<file path="config.mk">
export PLATFORM = sky130hd
export DESIGN_NAME = capture_ctrl
export DESIGN_NICKNAME = d
export VERILOG_FILES = /design/src/source/tracker_cfg_pkg.sv /design/src/source/tracker_rec_pkg.sv /design/src/source/capture_ctrl.sv
export SDC_FILE = /design/constraint.sdc
export NUM_CORES = 1
export LEC_CHECK = 0
export BUFFER_PORTS_ARGS = -buffer_cell sky130_fd_sc_hd__buf_2
export CAP_MARGIN = 20
export CORE_MARGIN = 5
export CORE_UTILIZATION = 39
export CTS_CLUSTER_DIAMETER = 80
export DETAILED_ROUTE_END_ITERATION = 10
export GPL_TIMING_DRIVEN = 0
export PLACE_DENSITY_LB_ADDON = 0.1
export SLEW_MARGIN = 30
export SYNTH_ARGS = -nofsm -noshare
export SYNTH_HDL_FRONTEND = slang
export SYNTH_SLANG_ARGS = --single-unit
</file>
<file path="constraint.sdc">
create_clock -name clk -period 1.7 [get_ports clk]
set_input_delay 0.255 -clock clk [delete_from_list [all_inputs] [get_ports clk]]
set_output_delay 0.255 -clock clk [all_outputs]
set_load 0.02 [all_outputs]
</file>
<file path="src/source/tracker_cfg_pkg.sv">
package tracker_cfg_pkg;

    ////////////////////////////////////////////////////////////////////////////
    // Default sizes
    ////////////////////////////////////////////////////////////////////////////

    // Width of the signed input sample.
    localparam int def_data_width = 8;

    // Interval counter width, never narrower than the sample.
    localparam int def_count_width = 10;

    // Record memory depth is 2**def_addr_width.
    localparam int def_addr_width = 10;

endpackage : tracker_cfg_pkg

</file>
<file path="src/source/tracker_rec_pkg.sv">
package tracker_rec_pkg;

    ////////////////////////////////////////////////////////////////////////////
    // Record layout
    ////////////////////////////////////////////////////////////////////////////

    // Tag bits sit above the count field.
    localparam int tag_width = 2;

    // Counter wrapped, sample unchanged.
    localparam logic [tag_width-1:0] tag_wrap = 2'b00;
    // First record, payload is the sign-extended sample.
    localparam logic [tag_width-1:0] tag_start = 2'b01;
    localparam logic [tag_width-1:0] tag_fall = 2'b10;
    localparam logic [tag_width-1:0] tag_rise = 2'b11;

    // Full record width for a given count width.
    function automatic int rec_width_of(input int count_width);
        return count_width + tag_width;
    endfunction

endpackage : tracker_rec_pkg

</file>
<file path="src/source/capture_ctrl.sv">
module capture_ctrl #(
    parameter int data_width  = tracker_cfg_pkg::def_data_width,
    parameter int count_width = tracker_cfg_pkg::def_count_width,
    parameter int addr_width  = tracker_cfg_pkg::def_addr_width
) (
    input  logic                         clk,
    input  logic                         rstb,
    input  logic                         trigger,
    input  logic signed [data_width-1:0] sample,
    input  logic                         rise,
    input  logic                         fall,
    input  logic                         wrap,
    input  logic [count_width-1:0]       interval,
    input  logic [addr_width-1:0]        read_addr,
    output logic                         clear_count,
    output logic                         mem_we,
    output logic [addr_width-1:0]        mem_addr,
    output logic [tracker_rec_pkg::rec_width_of(count_width)-1:0] mem_wdata,
    output logic                         busy,
    output logic                         full
);

    import tracker_rec_pkg::*;

    localparam logic [addr_width-1:0] last_addr = '1;

    typedef enum logic [1:0] {
        st_idle,
        st_capture,
        st_full
    } state_t;

    state_t                        state;
    logic [addr_width-1:0]         wr_addr;
    logic                          start_write;
    logic                          event_write;
    logic                          last_write;
    logic [tag_width-1:0]          event_tag;
    logic signed [count_width-1:0] start_payload;

    ////////////////////////////////////////////////////////////////////////////
    // Write decisions
    ////////////////////////////////////////////////////////////////////////////

    // Writes land on the same edge as the event.
    assign start_write = (state == st_idle) && trigger;
    assign event_write = (state == st_capture) && (rise || fall || wrap);
    assign last_write  = event_write && (wr_addr == last_addr);

    assign mem_we      = start_write || event_write;
    assign clear_count = mem_we;

    ////////////////////////////////////////////////////////////////////////////
    // Record assembly
    ////////////////////////////////////////////////////////////////////////////

    // Sign-extended or truncated to the count width.
    assign start_payload = count_width'(sample);

    // Change beats wrap.
    always_comb begin
        if (rise) begin
            event_tag = tag_rise;
        end else if (fall) begin
            event_tag = tag_fall;
        end else begin
            event_tag = tag_wrap;
        end
    end

    always_comb begin
        if (start_write) begin
            mem_wdata = {tag_start, start_payload};
        end else begin
            mem_wdata = {event_tag, interval};
        end
    end

    // Reader owns the port whenever nothing is written.
    assign mem_addr = mem_we ? wr_addr : read_addr;

    ////////////////////////////////////////////////////////////////////////////
    // Capture FSM
    ////////////////////////////////////////////////////////////////////////////

    always_ff @(posedge clk or negedge rstb) begin
        if (!rstb) begin
            state   <= st_idle;
            wr_addr <= '0;
        end else begin
            case (state)
                st_idle: begin
                    // Start record goes to address 0.
                    if (trigger) begin
                        state   <= st_capture;
                        wr_addr <= wr_addr + 1'b1;
                    end
                end
                st_capture: begin
                    if (last_write) begin
                        state <= st_full;
                    end else if (event_write) begin
                        wr_addr <= wr_addr + 1'b1;
                    end
                end
                st_full: begin
                    // Re-arm once the trigger drops.
                    if (!trigger) begin
                        state   <= st_idle;
                        wr_addr <= '0;
                    end
                end
                default: begin
                    state   <= st_idle;
                    wr_addr <= '0;
                end
            endcase
        end
    end

    assign busy = (state == st_capture);
    assign full = (state == st_full);

endmodule : capture_ctrl

</file>
# Word-level counts from Yosys, hierarchy flattened
# Cells that the tools add are included.
# classes
n_addsub	1
multipliers	0
n_div	0
order_cmp	0
eq_ne	8
n_shift	0
mux	13
bitwise	0
n_reduce_logical	9
# ops
cell	n
$mux 10	5
$pmux 10 s3	1
$mux 12	1
$add 10x1->10 const B	1
$eq 10x10->1 const B	1
$mux 2	5
$ne 2x2->1 const B	3
$pmux 2 s3	1
$ne 2x1->1 const B	2
$reduce_and 4->1	1
$logic_and 1x1->1	3
$logic_or 1x1->1	3
$reduce_and 3->1	1
$eq 2x1->1 const B	1
$eq 2x2->1 const B	1
$logic_not 2->1	1
# totals
ff_bits	12
latch_bits	0
ramBits	0
rom_bits	0
in_bits	34
mem_count	0

# Logic depth before layout (Yosys ltp)
# logic_depth
ltp_word	6
depth_mapped	6
depth_no_buf	5

# Worst setup path before layout
# Ideal clock, no wire load.
# synth_timing
kind	register -> output
from	reg state[1]
to	out mem_addr[0]
arrival_time_ps	1504
required_time_ps	1445
slack_ps	-59
stages_incl_launch_ff	5
path_cell_list	dfrtp_1 nand2b_1 o21ai_1 buf_2 mux2_1
# synth_via
elab_chain_len	4
elab_cells_between_ends	6
classes_between	eq/ne: 1; mux: 1; reduce/logical: 4
# synth_rtl
element	line_no	rtl
start, declared	capture_ctrl.sv:33	state_t state;
start signal, assigned	capture_ctrl.sv:88	state <= st_idle;
start signal, assigned	capture_ctrl.sv:95	state <= st_capture;
start signal, assigned	capture_ctrl.sv:101	state <= st_full;
$eq 2x1->1 or $logic_not 2->1 (tied branches)	capture_ctrl.sv:47, capture_ctrl.sv:46	
$logic_and 1x1->1 (on tied branches)	capture_ctrl.sv:47, capture_ctrl.sv:46	
$logic_or 1x1->1 (*)	capture_ctrl.sv:50	assign mem_we = start_write || event_write;
named net clear_count	capture_ctrl.sv:15	output logic clear_count,
$mux 10 (*)	capture_ctrl.sv:80	assign mem_addr = mem_we ? wr_addr : read_addr;
end, declared	capture_ctrl.sv:17	output logic [addr_width-1:0] mem_addr,
# Mark *: on every way through the listed nets, which the timed path passes. The rest lies on a longest branch.

# Worst setup path after layout
# layout_timing
from	reg state[0]
to	out mem_addr[4]
# layout_via
elab_chain_len	4
elab_cells_between_ends	6
classes_between	eq/ne: 1; mux: 1; reduce/logical: 4
# layout_rtl
element	line_no
$eq 2x1->1 or $logic_not 2->1 (tied branches)	capture_ctrl.sv:47, capture_ctrl.sv:46
$logic_and 1x1->1 (on tied branches)	capture_ctrl.sv:47, capture_ctrl.sv:46
$logic_or 1x1->1 (*)	capture_ctrl.sv:50
$mux 10 (*)	capture_ctrl.sv:80
# Mark *: on every way between the ends. The rest lies on a longest branch, timed or not.

==> metrics.txt <==
top cells by area, synth dfrtp_1, nand2_1, mux2_1, o21ai_1, nor2_1; Seq/Total Area, Yosys 0.2989; Cell Pwr Density 1722 mW/mm²; Synth top area share 0.2989; ys flop type dfrtp_1; area leader, netlist dfrtp_1; maximum root-to-sink buffer count 2; final hold vios 0; critical path class register to output pin; Worst-path clk slew about 0.09 ns; # setup viols final 29; status complete, but fails checks; # DRC 0; minimum clock period between 1.5 and 2 ns; # H-tree levels 1; CP delay by family, top flip-flops; fillcell total about 180; Port Buffer Count 59; core area 0.002477 mm²; CP Cell Sequence nand3b_1 -> o21ai_4 -> buf_6 -> mux2_4 -> buf_6; Die Width 60.76 µm; number of placed I/O pins 60; Pre-antenna DRT Iters 4; die area 0.003691 mm²; 1st-iter DRT viols 57; first-pass GRT wire length just under 6000 µm; fin. max-slew vios 0; Finished Cell Area 0.001922 mm²; Hold Slack 0.2522 ns; Worst Tran Pin Value a little over 0.5 ns; vias in the first global route 1317; Total Routing Usage GR 0.2151; CP Buf/Inv Count 2; fraction of layout cells with a size suffix above 1 0.6256; critical path fanouts, max 6; WP data arrival around 1.7 ns; Worst VDD drop about 1.2 mV; initial antenna violation count 0; cts bufs inserted 3; drt total wl 3873 µm; CP Launch Type register; Area after DPL 0.001343 mm²; pin count of the biggest net entering global routing 13; CTS root buf clkbuf_4; Mapped Area 0.001005 mm²; # diodes 0; CTS tree yes; Largest stage delay, worst path 0.44 ns; final critical-path share of the clock period 1.168; Post-Syn Nets 166; area of the multi-input gates 789.5 µm²; gp weighted congestion 0.7589; Final Power between 3 and 4 mW; YS warnings 0; relative slew slack 0.6551; Worst EP required 1.44 ns; post-synth cell types 35; P_leak 0.9787 nW; Post-synth ARST share 1.000; CTS sink count 12; crit path capture type output pin; Storage cell area between 300 and 400 µm²; Worst Hold Class input port to register; Mapped Avg Cell Area 7.670 µm²; RSZ-0062 raised after global routing yes; Die Ht between 60 and 70 µm; post-route ant nets 0; worst-skew pair later-pin latency 0.29 ns; failing checks negative setup slack; Initial Util 0.4056; max-cap viol count 0; Area Growth Syn to Fin 91.28%; vias 1346; Sum Neg Setup Slack -4.366 ns; fmax 503.6 MHz; placed wire-length estimate around 2200 µm; Synth Register Bits 12; top cells by count, synth nand2_1, dfrtp_1, mux2_1; row count 18; total gr overflow 0; top-count cell post-synth nand2_1; Final Skew around 0.0067 ns; crit-path most repeated cell buf_6; Worst Slack Setup Final -0.2855 ns; Slowest cell on crit path dfrtp_2; Post-synth EDFFs 0; vias per cell 5.406; layout net count 256; WL/cell between 15 and 20 µm; Synth Instances roughly 130
-- state kept, by name, indices dropped and copies added, names as in the netlist --
register,cells
wr_addr,10
state,2
-- final timing paths --
kind / start / end / slack [ns] / depth (start not counted)
worst max-delay path: state[0] / mem_addr[4] / -0.29 / 5
worst min-delay path: trigger / state[1] / 0.25 / 2
worst max register to register: state[1] / wr_addr[6] / -0.07 / 7
worst min register to register: wr_addr[8] / wr_addr[8] / 0.57 / 1
max in group asynchronous: rstb / state[1] / 1.07 / 2
min in group asynchronous: rstb / wr_addr[5] / 0.38 / 2
-- what timing repair did --
item                                   in CTS  in global routing
resized for setup                          91                 16
endpoints found under the hold margin      12                  0
setup endpoints to repair                  26                 30
cloned                                      2                  0
pin swaps                                  19                 14
setup buffers                              18                  6
hold buffers                                1                  0
-- metrics by stage --
step / cells / setup WS (ns) / util
floorplan: 131 / 0.005838 / -
global placement: 220 / -0.1874 / 0.5419
detailed placement: 220 / -0.2215 / 0.5419
CTS: 244 / -0.2704 / 0.7379
global route: 249 / -0.3187 / 0.7758
finish: 249 / -0.2855 / 0.7758
-- per-layer routing --
metal / part of all wire / vias to the layer above / global-route usage
met5: 0 / - / 0
met4: 0.022 / 0 / 0.1022
met3: 0.090 / 7 / 0.04043
met2: 0.50 / 80 / 0.3832
met1: 0.39 / 620 / 0.2458
li1: - / 639 / -
-- area by class of cell --
class,instances,area share
timing repair buffer,86,0.3581
multi-input combinational,109,0.4108
sequential,12,0.1576
tap,30,0.01953
clock buffer,3,0.01172
buffer,7,0.03711
inverter,2,0.005208
-- logic make-up (layout without fill, tap and decap cells) --
family | after synthesis | count (layout) | share of synthesized area
flops | 12 | 12 | 0.2989
fa+ha+maj | 1 | 1 | 0.01245
buf+inv | 10 | 98 | 0.05852
simple gates | 73 | 73 | 0.3524
mux | 10 | 10 | 0.1121
compound gates | 24 | 24 | 0.1569
xor+xnor | 1 | 1 | 0.008719
-- worst reg2reg max path: stages, from the launching register on --
cell and delay [ns]:
dfrtp_2 0.45, buf_4 0.15, buf_4 0.14, nand3b_1 0.17
nor4b_2 0.25, buf_4 0.22, nor3_1 0.07, a211o_1 0.22
-- layout by cell type, fill, tap and decap left out, types with 2 or more instances in the layout --
cell type / instances
or2_1: 2
o211ai_1: 4
dfrtp_1: 10
a211o_1: 2
nand3_1: 4
buf_6: 36
nor3_1: 4
nand4_1: 2
or3_1: 2
nand2_2: 19
buf_2: 38
nand2_1: 19
o21ai_0: 3
nor2_1: 7
nor4_1: 2
mux2_4: 9
a21o_1: 2
o21ai_1: 6
nand3b_1: 3
dfrtp_2: 2
clkbuf_4: 4
buf_4: 15
-- power by group --
part / leakage, nW / switching [mW] / internal, mW
sequential: 0.128 / 0.165 / 0.411
combinational: 0.837 / 1.17 / 1.37
clock: 0.0138 / 0.109 / 0.0824
total: 0.979 / 1.45 / 1.86
No activity file was read; power rests on OpenSTA's default activity.
