## config.mk

```make
export PLATFORM = sky130hd
export DESIGN_NAME = event_timer
export DESIGN_NICKNAME = d
export VERILOG_FILES = /design/src/source/tracker_cfg_pkg.sv /design/src/source/event_timer.sv
export SDC_FILE = /design/constraint.sdc
export NUM_CORES = 1
export LEC_CHECK = 0
export BUFFER_PORTS_ARGS = -buffer_cell sky130_fd_sc_hd__buf_2
export CAP_MARGIN = 20
export CORE_MARGIN = 2
export CORE_UTILIZATION = 25
export DETAILED_ROUTE_END_ITERATION = 8
export HOLD_SLACK_MARGIN = 0.06
export PLACE_DENSITY = 0.5
export SLEW_MARGIN = 15
export SYNTH_ARGS = -nofsm -noshare
export SYNTH_HDL_FRONTEND = slang
export SYNTH_SLANG_ARGS = --single-unit
```

## constraint.sdc

```tcl
create_clock -name clk -period 3.91 [get_ports clk]
set_input_delay 0.782 -clock clk [delete_from_list [all_inputs] [get_ports clk]]
set_output_delay 0.782 -clock clk [all_outputs]
set_load 0.05 [all_outputs]
```

## src/source/tracker_cfg_pkg.sv

```systemverilog
package tracker_cfg_pkg;

    ////////////////////////////////////////////////////////////////////////////
    // Default sizes
    ////////////////////////////////////////////////////////////////////////////

    // Width of the signed input sample.
    localparam int def_data_width = 8;

    // Interval counter width, never narrower than the sample.
    localparam int def_count_width = 10;

    // Record memory depth is 2**def_addr_width.
    localparam int def_addr_width = 10;

endpackage : tracker_cfg_pkg

```

## src/source/event_timer.sv

```systemverilog
module event_timer #(
    parameter int data_width  = tracker_cfg_pkg::def_data_width,
    parameter int count_width = tracker_cfg_pkg::def_count_width
) (
    input  logic                         clk,
    input  logic                         rstb,
    input  logic signed [data_width-1:0] sample,
    input  logic                         clear_count,
    output logic                         rise,
    output logic                         fall,
    output logic                         wrap,
    output logic [count_width-1:0]       interval
);

    logic signed [data_width-1:0] prev_sample;
    logic [count_width-1:0]       count;
    logic                         count_max;

    ////////////////////////////////////////////////////////////////////////////
    // Change detection
    ////////////////////////////////////////////////////////////////////////////

    always_ff @(posedge clk or negedge rstb) begin
        if (!rstb) begin
            prev_sample <= '0;
        end else begin
            prev_sample <= sample;
        end
    end

    // Signed compare against the last cycle.
    assign rise = (sample > prev_sample);
    assign fall = (sample < prev_sample);

    ////////////////////////////////////////////////////////////////////////////
    // Interval counter
    ////////////////////////////////////////////////////////////////////////////

    assign count_max = &count;

    // Free running, rolls over on its own when nobody clears it.
    always_ff @(posedge clk or negedge rstb) begin
        if (!rstb) begin
            count <= '0;
        end else if (clear_count) begin
            count <= '0;
        end else begin
            count <= count + 1'b1;
        end
    end

    // A change always wins, so wrap only fires on a quiet cycle.
    assign wrap = count_max && !rise && !fall;

    assign interval = count;

endmodule : event_timer

```

---- Word level (Yosys, flattened, before mapping) ----
Index checks and enable logic that the tools add are counted.
word-level totals
  flip-flop bits (word level) ............. 18
  bits of input ports ..................... 11
  output and inout port bits .............. 13
operators by class
  $add $sub $neg .......................... 1
  magnitude comparators ................... 2
  multiplexer cells ....................... 1
  reductions and logical operators ........ 5
operator list
  cell                                                              number
  10-bit by 1-bit adder with 10-bit output (second input constant)  1
  10-bit two-way mux                                                1
  10-bit AND reduction                                              1
  8-bit > comparator                                                1
  8-bit less-than comparator                                        1
  1-bit logical AND                                                 2
  1-bit zero test                                                   2

---- Logic depth before layout (Yosys ltp) ----
Gate-level depths: netlist of run 1.
  depth in word-level cells ............... 4
  depth in mapped cells ................... 7
  gate-level depth less buffers ........... 7

---- Worst setup path before layout of run 1 ----
OpenSTA, ideal clock, no wires.
  path kind ............................... input -> output
  start ................................... in sample[4]
  end ..................................... out rise
  arrival ................................. 2.643 ns
  required time ........................... 3.128 ns
  setup slack ............................. 0.485 ns
  stages on the path ...................... 6
  path buffers ............................ 0
  cells stage by stage .................... ha_1 > and3_2 > o21ai_1 > nand3_1 > a21oi_1 > nor3b_1
on the way
  word-level cells in the longest chain between the ends .. 1
RTL lines
  element             line               source
  start: declaration  event_timer.sv:7   input logic signed [data_width-1:0] sample,
  8-bit > comparator  event_timer.sv:32  assign rise = (sample > prev_sample);
  end: declaration    event_timer.sv:9   output logic rise,
No other way between the ends.

---- Worst setup path in the final report of run 1 ----
  start ................................... in sample[4]
  end ..................................... out fall
on the way
  word-level cells in the longest chain between the ends .. 1
RTL lines
  element                     line               source
  8-bit less-than comparator  event_timer.sv:33  assign fall = (sample < prev_sample);
  end: declaration            event_timer.sv:10  output logic fall,
No other way between the ends.

==> impl_metrics.tcl, run 1 <==
set metrics [dict create \
    outcome "finished, final reports clean" \
    ant_nets 0 \
    fin_nets 127 \
    numCtsBuffers 3 \
    slowest_stage "ha_1" \
    fin_crit_ns 3.060 \
    clk_pin_slew_ns 0.10 \
    place.gp.congestion 0.7471 \
    synth_area_leader_cell "dfrtp_1" \
    worst_pin_slew_ns 0.4194 \
    place_inst 148 \
    report.final.slew_viol_count 0 \
    power_uw 374.0 \
    instances_no_fill 152 \
    fin_crit_sh_pct 78.25 \
    arrival_ns 2.28 \
    cts-root-buf "clkbuf_4" \
    synth_area_um2 875.8 \
    setup_viol 0 \
    placed_area_um2 1045 \
    die_h_um 63.19 \
    vias 630 \
    end_kind "primary output" \
    first_global_vias 639 \
    cts_tree "built" \
    num_antenna_cells 0 \
    avgSynthCellArea_um2 10.95 \
    post_drt_via_cell_ratio 4.145 \
    critPathBufInv 2 \
    place_ws_ns 0.8421 \
    cp_top_family "simple AND/OR/NAND/NOR gates" \
    setup_slack_ns 0.8505 \
    die_x_um 63.19 \
    htree_levels 1 \
    fillers 370 \
    yosysUniqueCellTypes 20 \
    relSlewSlack_pct 72.04 \
    synth_top_area_share_pct 51.43 \
    drive_gt1_share_pct 31.13 \
    mappedNetlistNets 100 \
    rows 21 \
    portBuffers 23 \
    antenna_found_initial 0 \
    ys_seq_area_share_pct 51.43 \
    fin_setup_tns_ns 0 \
    io-pin-count 24 \
    worstSetupPathType "input port to primary output" \
    area_delta_synth_final_pct 23.43 \
    routed_wl_um 1704 \
    wl_per_cell_um 11.21 \
    grt_setup_unrepaired "no" \
    hpwl_um 1269 \
    post_cts_buffers 0 \
    holdBufCountCts 0 \
    grt_usage_pct 9.118 \
    clock_skew_ns 0.0006728 \
    fmax_ghz 0.3268 \
    start_kind "input port" \
    ctsResizeCount 0 \
    path_max_fanout 3 \
    cpPeakStageDelay_ns 0.32 \
    dr.first_iter.drc_count 20 \
    dr.pass1.iters 4 \
    coreArea_um2 3363 \
    grt_max_degree 19 \
    start_util_pct 26.04 \
    yosys_warnings 0 \
    yosys-top-cells-area "dfrtp_1, ha_1, xor2_1" \
    cts_max_path_buffers 2 \
    insertion_delay_ns 0.30 \
    postSynthCellCount 80 \
    cap_violations 0 \
    required_ns 3.13 \
    power_density_nw_per_um2 345.9 \
    cpMostUsedCell "buf_2" \
    grt_first_pass_wirelength_um 2849 \
    gr-total-overflow 0 \
    cp_cell_sequence "buf_2, ha_1, and3_2, o21ai_1, nand3_1, a21oi_1, or2_2, buf_2" \
    synth-seq-cells 18 \
    finalHoldViolCount 0 \
    p_leak_uw 0.0005826 \
    fp.dieArea_um2 3993 \
    cts_sinks 18 \
    hold_path.class "input port to asynchronous set/reset pin" \
    irDropWorstVdd_mv 0.1270 \
    final_area_um2 1081 \
    drc 0 \
]
## sequential cells by signal, indices dropped and copies added, names as in the netlist
register / count
prev_sample: 8
interval: 10
## final timing paths
| check | startpoint | depth (start not counted) | end | slack [ns] |
|---|---|---|---|---|
| worst max-delay path | sample[4] | 8 | fall | 0.85 |
| worst min-delay path | rstb | 1 | interval[4] | 0.40 |
| worst max register to register | interval[3] | 5 | interval[8] | 2.65 |
| worst min register to register | interval[0] | 1 | interval[0] | 0.49 |
| max in group asynchronous | rstb | 1 | prev_sample[2] | 3.21 |
| min in group clk | interval[0] | 1 | interval[0] | 0.49 |
## layer usage
layer  up-vias  share of wire, %  global-route usage (%)
met1       291                48                   11.67
li1        315                 -                       -
met3         5               6.7                   4.107
met4         0               1.1                   2.446
met2        19                44                   13.96
met5         -                 0                       0
## through the flow
| step | util (%) | hold slack, ns |
|---|---|---|
| after floorplan | - | 0.4864 |
| after global placement | 31.06 | 0.4615 |
| after detailed placement | 31.06 | 0.4718 |
| after CTS | 32.14 | 0.4028 |
| after global routing | 32.14 | 0.4130 |
| final | 32.14 | 0.4014 |
## cells in the mapped netlist
master,n
clkbuf_1,1
o21ai_1,1
inv_1,8
xor2_1,6
and3_1,2
nand4_1,2
a21oi_1,2
nor2b_1,3
dfrtp_1,18
xnor2_1,2
and3_2,2
nor2_1,10
nor3b_1,1
nand4_4,1
nor4_2,1
nand2_1,3
nand3_1,6
or2_2,1
ha_1,9
and2_4,1
## worst reg2reg max path: cells and delay by family, from the launching register on
kind	cells	cell delay, ns
AND/OR/NAND/NOR	4	0.57
XOR/XNOR	1	0.15
flip-flops	1	0.45
## logic make-up after synthesis
logic type               synth area share, %
AO/OA/AOI/OAI                          1.714
XOR/XNOR                               8.000
adder cells (fa/ha/maj)                12.86
buffers and inverters                  3.857
flip-flops                             51.43
AND/OR/NAND/NOR                        22.14
## area by class of cell
class                      count  area, µm²  area share [%]
multi-input combinational     53      391.6           36.23
sequential                    18      450.4           41.67
timing repair buffer          23      115.1           10.65
tap                           46      57.56           5.324
inverter                       8      30.03           2.778
clock buffer                   4      36.28           3.356
## cell usage in the layout, fill, tap and decap left out
| cell | n |
|---|---|
| a21oi_1 | 2 |
| and2_4 | 1 |
| and3_1 | 2 |
| and3_2 | 2 |
| buf_2 | 23 |
| clkbuf_4 | 3 |
| clkbuf_8 | 1 |
| dfrtp_1 | 18 |
| ha_1 | 9 |
| inv_1 | 8 |
| nand2_1 | 3 |
| nand3_1 | 6 |
| nand4_1 | 2 |
| nand4_4 | 1 |
| nor2_1 | 10 |
| nor2b_1 | 3 |
| nor3b_1 | 1 |
| nor4_2 | 1 |
| o21ai_1 | 1 |
| or2_2 | 1 |
| xnor2_1 | 2 |
| xor2_1 | 6 |
## where the power goes
group	total [µW]	internal (µW)	switching (µW)
clock network	116	56.8	59.4
registers	197	193	4.24
logic	60.8	19.7	41.1
Power figures use the tool's default switching activity.
==> run 2, diff against run 1 <==
--- a/config.mk
+++ b/config.mk
@@ -5,6 +5,7 @@
 export SDC_FILE = /design/constraint.sdc
 export NUM_CORES = 1
 export LEC_CHECK = 0
+export ABC_AREA = 1
 export BUFFER_PORTS_ARGS = -buffer_cell sky130_fd_sc_hd__buf_2
 export CAP_MARGIN = 20
 export CORE_MARGIN = 2
==> constraint.sdc (replaced) <==
create_clock -name clk -period 3 [get_ports clk]
set_input_delay 0.6 -clock clk [delete_from_list [all_inputs] [get_ports clk]]
set_output_delay 0.6 -clock clk [all_outputs]
set_load 0.05 [all_outputs]
==> run 2 against run 1 <==
Against the previous run: worst hold slack got worse by 0.19 ns; clock skew hardly changed; core utilization increased by 0.31 points; register-to-register slack got worse by 0.96 ns; largest cell class unchanged; highest routed layer unchanged.
==> impl_metrics.tcl, run 2 <==
set metrics [dict create \
    outcome "finished, final reports clean" \
    pwr-share-comb_pct 17.7 \
    grt_max_degree 19 \
    drc 0 \
    report.final.slew_viol_count 0 \
    grt_first_pass_wirelength_um 3105 \
    postSynthCellCount 99 \
    start_kind "input port" \
    synth_top_area_share_pct 49.86 \
    r2r_start "interval[0]" \
    ys.flop_type "dfrtp_1" \
    synth-seq-cells 18 \
    fmax_ghz 0.4020 \
    fin_setup_tns_ns 0 \
    wl_per_cell_um 9.708 \
    power_uw 494.1 \
    cts_tree "built" \
    post_cts_buffers 0 \
    drive_gt1_share_pct 25.60 \
    antenna_found_initial 0 \
    synth.most_common_cell "dfrtp_1" \
    end_kind "primary output" \
    num_antenna_cells 0 \
    gr-total-overflow 0 \
    setup_viol 0 \
    reg2regPathDepth 7 \
    power_density_nw_per_um2 445.7 \
    relSlewSlack_pct 73.25 \
    clkPwrFrac_pct 30.3 \
    htree_levels 1 \
    yosys-top-cells-area "dfrtp_1, ha_1, inv_1" \
    fp.dieArea_um2 4110 \
    required_ns 2.40 \
    fillers 375 \
    fin_crit_sh_pct 82.92 \
    rows 21 \
    final_util_pct 32.45 \
    grt_setup_unrepaired "no" \
    holdBufCountCts 0 \
    path_max_fanout 4 \
    whs_ns 0.2141 \
    fin_nets 146 \
    numCtsBuffers 3 \
    multi_input_area_um2 389.1 \
    ys_seq_area_share_pct 49.86 \
    grt_usage_pct 9.725 \
    yosys_warnings 0 \
    avgSynthCellArea_um2 9.125 \
    worstReg2RegEnd "interval[8]" \
    finalHoldViolCount 0 \
    irDropWorstVdd_mv 0.2291 \
    synth_common_cells "dfrtp_1, inv_1, nor2_1" \
    cts_max_path_buffers 2 \
    cts_sinks 18 \
    final_common_cell "buf_2" \
    hpwl_um 1329 \
    dr.first_iter.drc_count 38 \
    p_leak_uw 0.0005956 \
    cts-root-buf "clkbuf_4" \
    place.gp.congestion 0.7066 \
    worstSetupPathType "input port to primary output" \
    fin_crit_ns 2.488 \
    start_util_pct 26.45 \
    coreArea_um2 3416 \
    switching_share_pct 29.03 \
    io-pin-count 24 \
    die_x_um 64.11 \
    worst_pin_slew_ns 0.4013 \
    mostFrequentLayoutCells "buf_2, dfrtp_1, inv_1, nor2_1, nand2_1" \
    cap_violations 0 \
    die_h_um 64.11 \
    synthArstFlopShare_pct 100.0 \
    area_delta_synth_final_pct 22.71 \
    hold_path.class "input port to asynchronous set/reset pin" \
    routed_wl_um 1660 \
    post_drt_via_cell_ratio 4.082 \
    yosysUniqueCellTypes 20 \
    rrSetupSlack_ns 1.69 \
    synth_area_leader_cell "dfrtp_1" \
    arrival_ns 1.89 \
    synth_area_um2 903.4 \
    seq_area_um2 450.4 \
    place_inst 167 \
    clk_pin_slew_ns 0.11 \
    power_switching_uw 143.4 \
    portBuffers 23 \
    synth_edf_count 0 \
    mappedNetlistNets 119 \
    seq_power_share_pct 52.0 \
    dr.pass1.iters 4 \
    ant_nets 0 \
    instances_no_fill 171 \
    internal-power_uw 350.7 \
    insertion_delay_ns 0.29 \
    first_global_vias 708 \
    vias 698 \
    largest_reg_flops 10 \
    clock_skew_ns 0.0006435 \
    ctsResizeCount 0 \
]
-- run 2: cell count changes after synthesis, sizes merged, moves of 2 or more --
cell,before,now
xor2,6,2
nor2b,3,0
nor3,0,3
nand4,3,1
and3,4,0
inv,8,15
nor2,10,17
nand2,3,16
a21oi,2,5
-- run 2: area by class of cell --
cell class	count	share of cell area (%)
flip-flops and latches	18	40.63
multi-input cells	64	35.10
repair buffers	23	10.38
inverters	16	5.418
well taps	46	5.192
clock buffers	4	3.273
-- run 2: worst max-delay path, stage by stage --
cell	delay, ns
buf_2	0.11
ha_1	0.33
a21o_1	0.19
nor2_1	0.13
nand2_1	0.07
nand2_1	0.05
nand2_1	0.07
nor2_1	0.08
buf_2	0.26
-- run 2: routing by layer --
layer | vias to the layer above | wire length (µm) | global-route usage [%]
met2 | 22 | 760 | 15.76
li1 | 366 | - | -
met3 | 2 | 103 | 3.873
met1 | 308 | 785 | 11.76
met4 | 0 | 10 | 3.191
met5 | - | 0 | 0
-- run 2: cells by family after synthesis --
logic type / Yosys count / synth area share [%]
and+or+nand+nor: 45 / 23.27
DFF: 18 / 49.86
buffers and inverters: 17 / 7.062
adders and majority gates: 9 / 12.47
AOI/OAI and AO/OA: 7 / 4.432
xor gates and xnor gates: 3 / 2.909
-- run 2: through the flow --
stage / area, µm² / setup WS, ns
floorplan: 903.4 / -0.005596
global placement: 1072 / 0.5290
detailed placement: 1072 / 0.4929
CTS: 1109 / 0.4942
global route: 1109 / 0.3259
finish: 1109 / 0.5124
-- run 2: power by group through the flow --
stage	logic, µW	registers (µW)	clock network (µW)
floorplan	49.9	272	0
CTS	89.8	257	158
global placement	87.8	262	0
detailed placement	89.4	262	0
finish	87.6	257	150
global route	100	258	171
-- run 2: how the worst max path moves through the flow --
stage | from | to | slack (ns) | cells past startpoint
after floorplan | sample[7] | rise | -0.006 | 7
after global placement | sample[7] | rise | 0.53 | 9
after CTS | interval[0] | wrap | 0.49 | 8
after global routing | interval[0] | wrap | 0.33 | 8
after detailed placement | sample[7] | wrap | 0.49 | 9
final | sample[7] | wrap | 0.51 | 9
==> run 3, diff against run 2 <==
--- a/config.mk
+++ b/config.mk
@@ -12,7 +12,7 @@
 export CORE_UTILIZATION = 25
 export DETAILED_ROUTE_END_ITERATION = 8
 export HOLD_SLACK_MARGIN = 0.06
-export PLACE_DENSITY = 0.5
+export PLACE_DENSITY = 0.51
 export SLEW_MARGIN = 15
 export SYNTH_ARGS = -nofsm -noshare
 export SYNTH_HDL_FRONTEND = slang
==> constraint.sdc (replaced) <==
create_clock -name clk -period 2.2 [get_ports clk]
set_input_delay 0.44 -clock clk [delete_from_list [all_inputs] [get_ports clk]]
set_output_delay 0.44 -clock clk [all_outputs]
set_load 0.05 [all_outputs]
==> run 3 against run 2 <==
Against the previous run: highest routed layer unchanged; die area stayed put; power is 44% higher; global-route usage is 1.1 points higher; register-to-register slack worse by 0.73 ns; largest cell class is now multi-input combinational cells; final cell count is 2.3% higher; critical endpoint unchanged; critical path depth stayed put; non-clock buffer count is 4 higher; via count is 8.3% higher; worst hold slack better by 0.052 ns; first-iteration DRC count is 29% higher.
==> impl_metrics.tcl, run 3 (same netlist as run 2, synthesis figures left out) <==
set metrics [dict create \
    cts_sinks 18 \
    r2r_start "interval[0]" \
    fmax_ghz 0.4602 \
    start_util_pct 26.45 \
    reg2regPathDepth 7 \
    fin_nets 150 \
    start_kind "flip-flop" \
    setup_viol 0 \
    power_switching_uw 211.4 \
    cts-root-buf "clkbuf_4" \
    drc 0 \
    antenna_found_initial 0 \
    seq_power_share_pct 48.9 \
    first_global_vias 756 \
    numCtsBuffers 3 \
    arrival_ns 1.73 \
    switching_share_pct 29.61 \
    p_leak_uw 0.0006184 \
    required_ns 1.76 \
    fp.dieArea_um2 4110 \
    hold_path.class "input port to flip-flop" \
    multi_input_area_um2 483.0 \
    coreArea_um2 3416 \
    portBuffers 23 \
    cap_violations 0 \
    fin_crit_ns 2.173 \
    final_common_cell "buf_2" \
    dr.pass1.iters 4 \
    internal-power_uw 502.3 \
    holdCritStartpoint "sample[4]" \
    fillers 362 \
    wl_per_cell_um 10.87 \
    drive_gt1_share_pct 42.64 \
    num_antenna_cells 0 \
    area_delta_synth_final_pct 39.06 \
    io-pin-count 24 \
    finalHoldViolCount 0 \
    cts_tree "built" \
    worstSetupPathType "flip-flop to primary output" \
    grt_setup_unrepaired "yes" \
    startpoint "prev_sample[7]" \
    rrSetupSlack_ns 0.96 \
    irDropWorstVdd_mv 0.4658 \
    clkPwrFrac_pct 28.2 \
    whs_ns 0.2658 \
    report.final.slew_viol_count 0 \
    place_inst 168 \
    hpwl_um 1366 \
    grt_first_pass_wirelength_um 3436 \
    cts_max_path_buffers 2 \
    worst_pin_slew_ns 0.4154 \
    end_kind "primary output" \
    clock_skew_ns 0.0008589 \
    dr.first_iter.drc_count 49 \
    outcome "finished, final reports clean" \
    ant_nets 0 \
    vias 756 \
    instances_no_fill 175 \
    path_max_fanout 4 \
    power_density_nw_per_um2 568.1 \
    mostFrequentLayoutCells "buf_2, dfrtp_1, inv_1, nor2_1, nand2_1" \
    largest_reg_flops 10 \
    crit_path_end "wrap" \
    gr-total-overflow 0 \
    worstReg2RegEnd "interval[8]" \
    pwr-share-comb_pct 22.9 \
    die_x_um 64.11 \
    post_drt_via_cell_ratio 4.320 \
    seq_area_um2 452.9 \
    clk_pin_slew_ns 0.10 \
    insertion_delay_ns 0.29 \
    fin_crit_sh_pct 98.76 \
    place.gp.congestion 0.7320 \
    htree_levels 1 \
    die_h_um 64.11 \
    grt_max_degree 19 \
    final_util_pct 36.78 \
    routed_wl_um 1903 \
    grt_usage_pct 10.81 \
    relSlewSlack_pct 72.30 \
    rows 21 \
]
[run 3: cell count changes in the layout (fill, tap and decap cells not counted), sizes merged]
| cell | previous run | this run |
|---|---|---|
| dlygate4sd3 | 0 | 1 |
| buf | 23 | 26 |
[run 3: routing by layer]
metal / GRT usage, % / share of wire, % / up-vias
met4: 3.191 / 0.58 / 0
met1: 12.33 / 41 / 361
met3: 4.049 / 6.7 / 2
met2: 18.75 / 52 / 22
met5: 0 / 0 / -
li1: - / - / 371
[run 3: worst min-delay path by stage]
stage	cells after the start	to	slack (ns)
2_1_floorplan	0	interval[0]	0.14
3_3_place_gp	1	interval[6]	0.40
3_5_place_dp	1	interval[3]	0.40
4_1_cts	1	prev_sample[4]	0.25
5_1_grt	1	prev_sample[0]	0.25
6_report	1	prev_sample[4]	0.27
[run 3: per-stage QoR]
| stage | setup WS (ns) | cell area (µm²) | total power [µW] | TNS (ns) |
|---|---|---|---|---|
| floorplan | 0.005565 | 923.4 | 447.2 | 0 |
| detailed placement | -0.05401 | 1100 | 487.6 | -0.08343 |
| global placement | -0.003584 | 1100 | 485.2 | -0.003584 |
| global route | -0.09207 | 1256 | 763.9 | -0.2147 |
| CTS | 0.001344 | 1227 | 725.5 | 0 |
| finish | 0.02725 | 1256 | 713.7 | 0 |
[run 3: repair_timing]
| action | in CTS | in global routing |
|---|---|---|
| endpoints found under the hold margin | 7 | 0 |
| resized for setup | 13 | 9 |
| pin swaps | 2 | 8 |
| setup endpoints to repair | 3 | 3 |
| hold buffers | 1 | 0 |
| setup buffers | 2 | 0 |
[run 3: power by group through the flow]
stage | combinational [µW] | sequential [µW] | clock [µW]
finish | 163 | 349 | 201
floorplan | 75.4 | 372 | 0
detailed placement | 130 | 358 | 0
CTS | 160 | 349 | 217
global placement | 128 | 357 | 0
global route | 182 | 351 | 231
[run 3: worst max-delay path, stage by stage, from the launching register on]
cell	delay [ns]
dfrtp_1	0.39
inv_2	0.07
ha_4	0.20
a21o_1	0.16
nor2_2	0.13
nand2_2	0.07
nand2_2	0.07
nand2_4	0.08
nor2_4	0.12
buf_8	0.15
[run 3: cell type report]
cell class                      instances  share of cell area (%)
Tap cell                               46                   4.582
Clock buffer                            4                   2.888
Timing Repair Buffer                   27                   13.25
Sequential cell                        18                   36.06
Multi-Input combinational cell         64                   38.45
Inverter                               16                   4.781
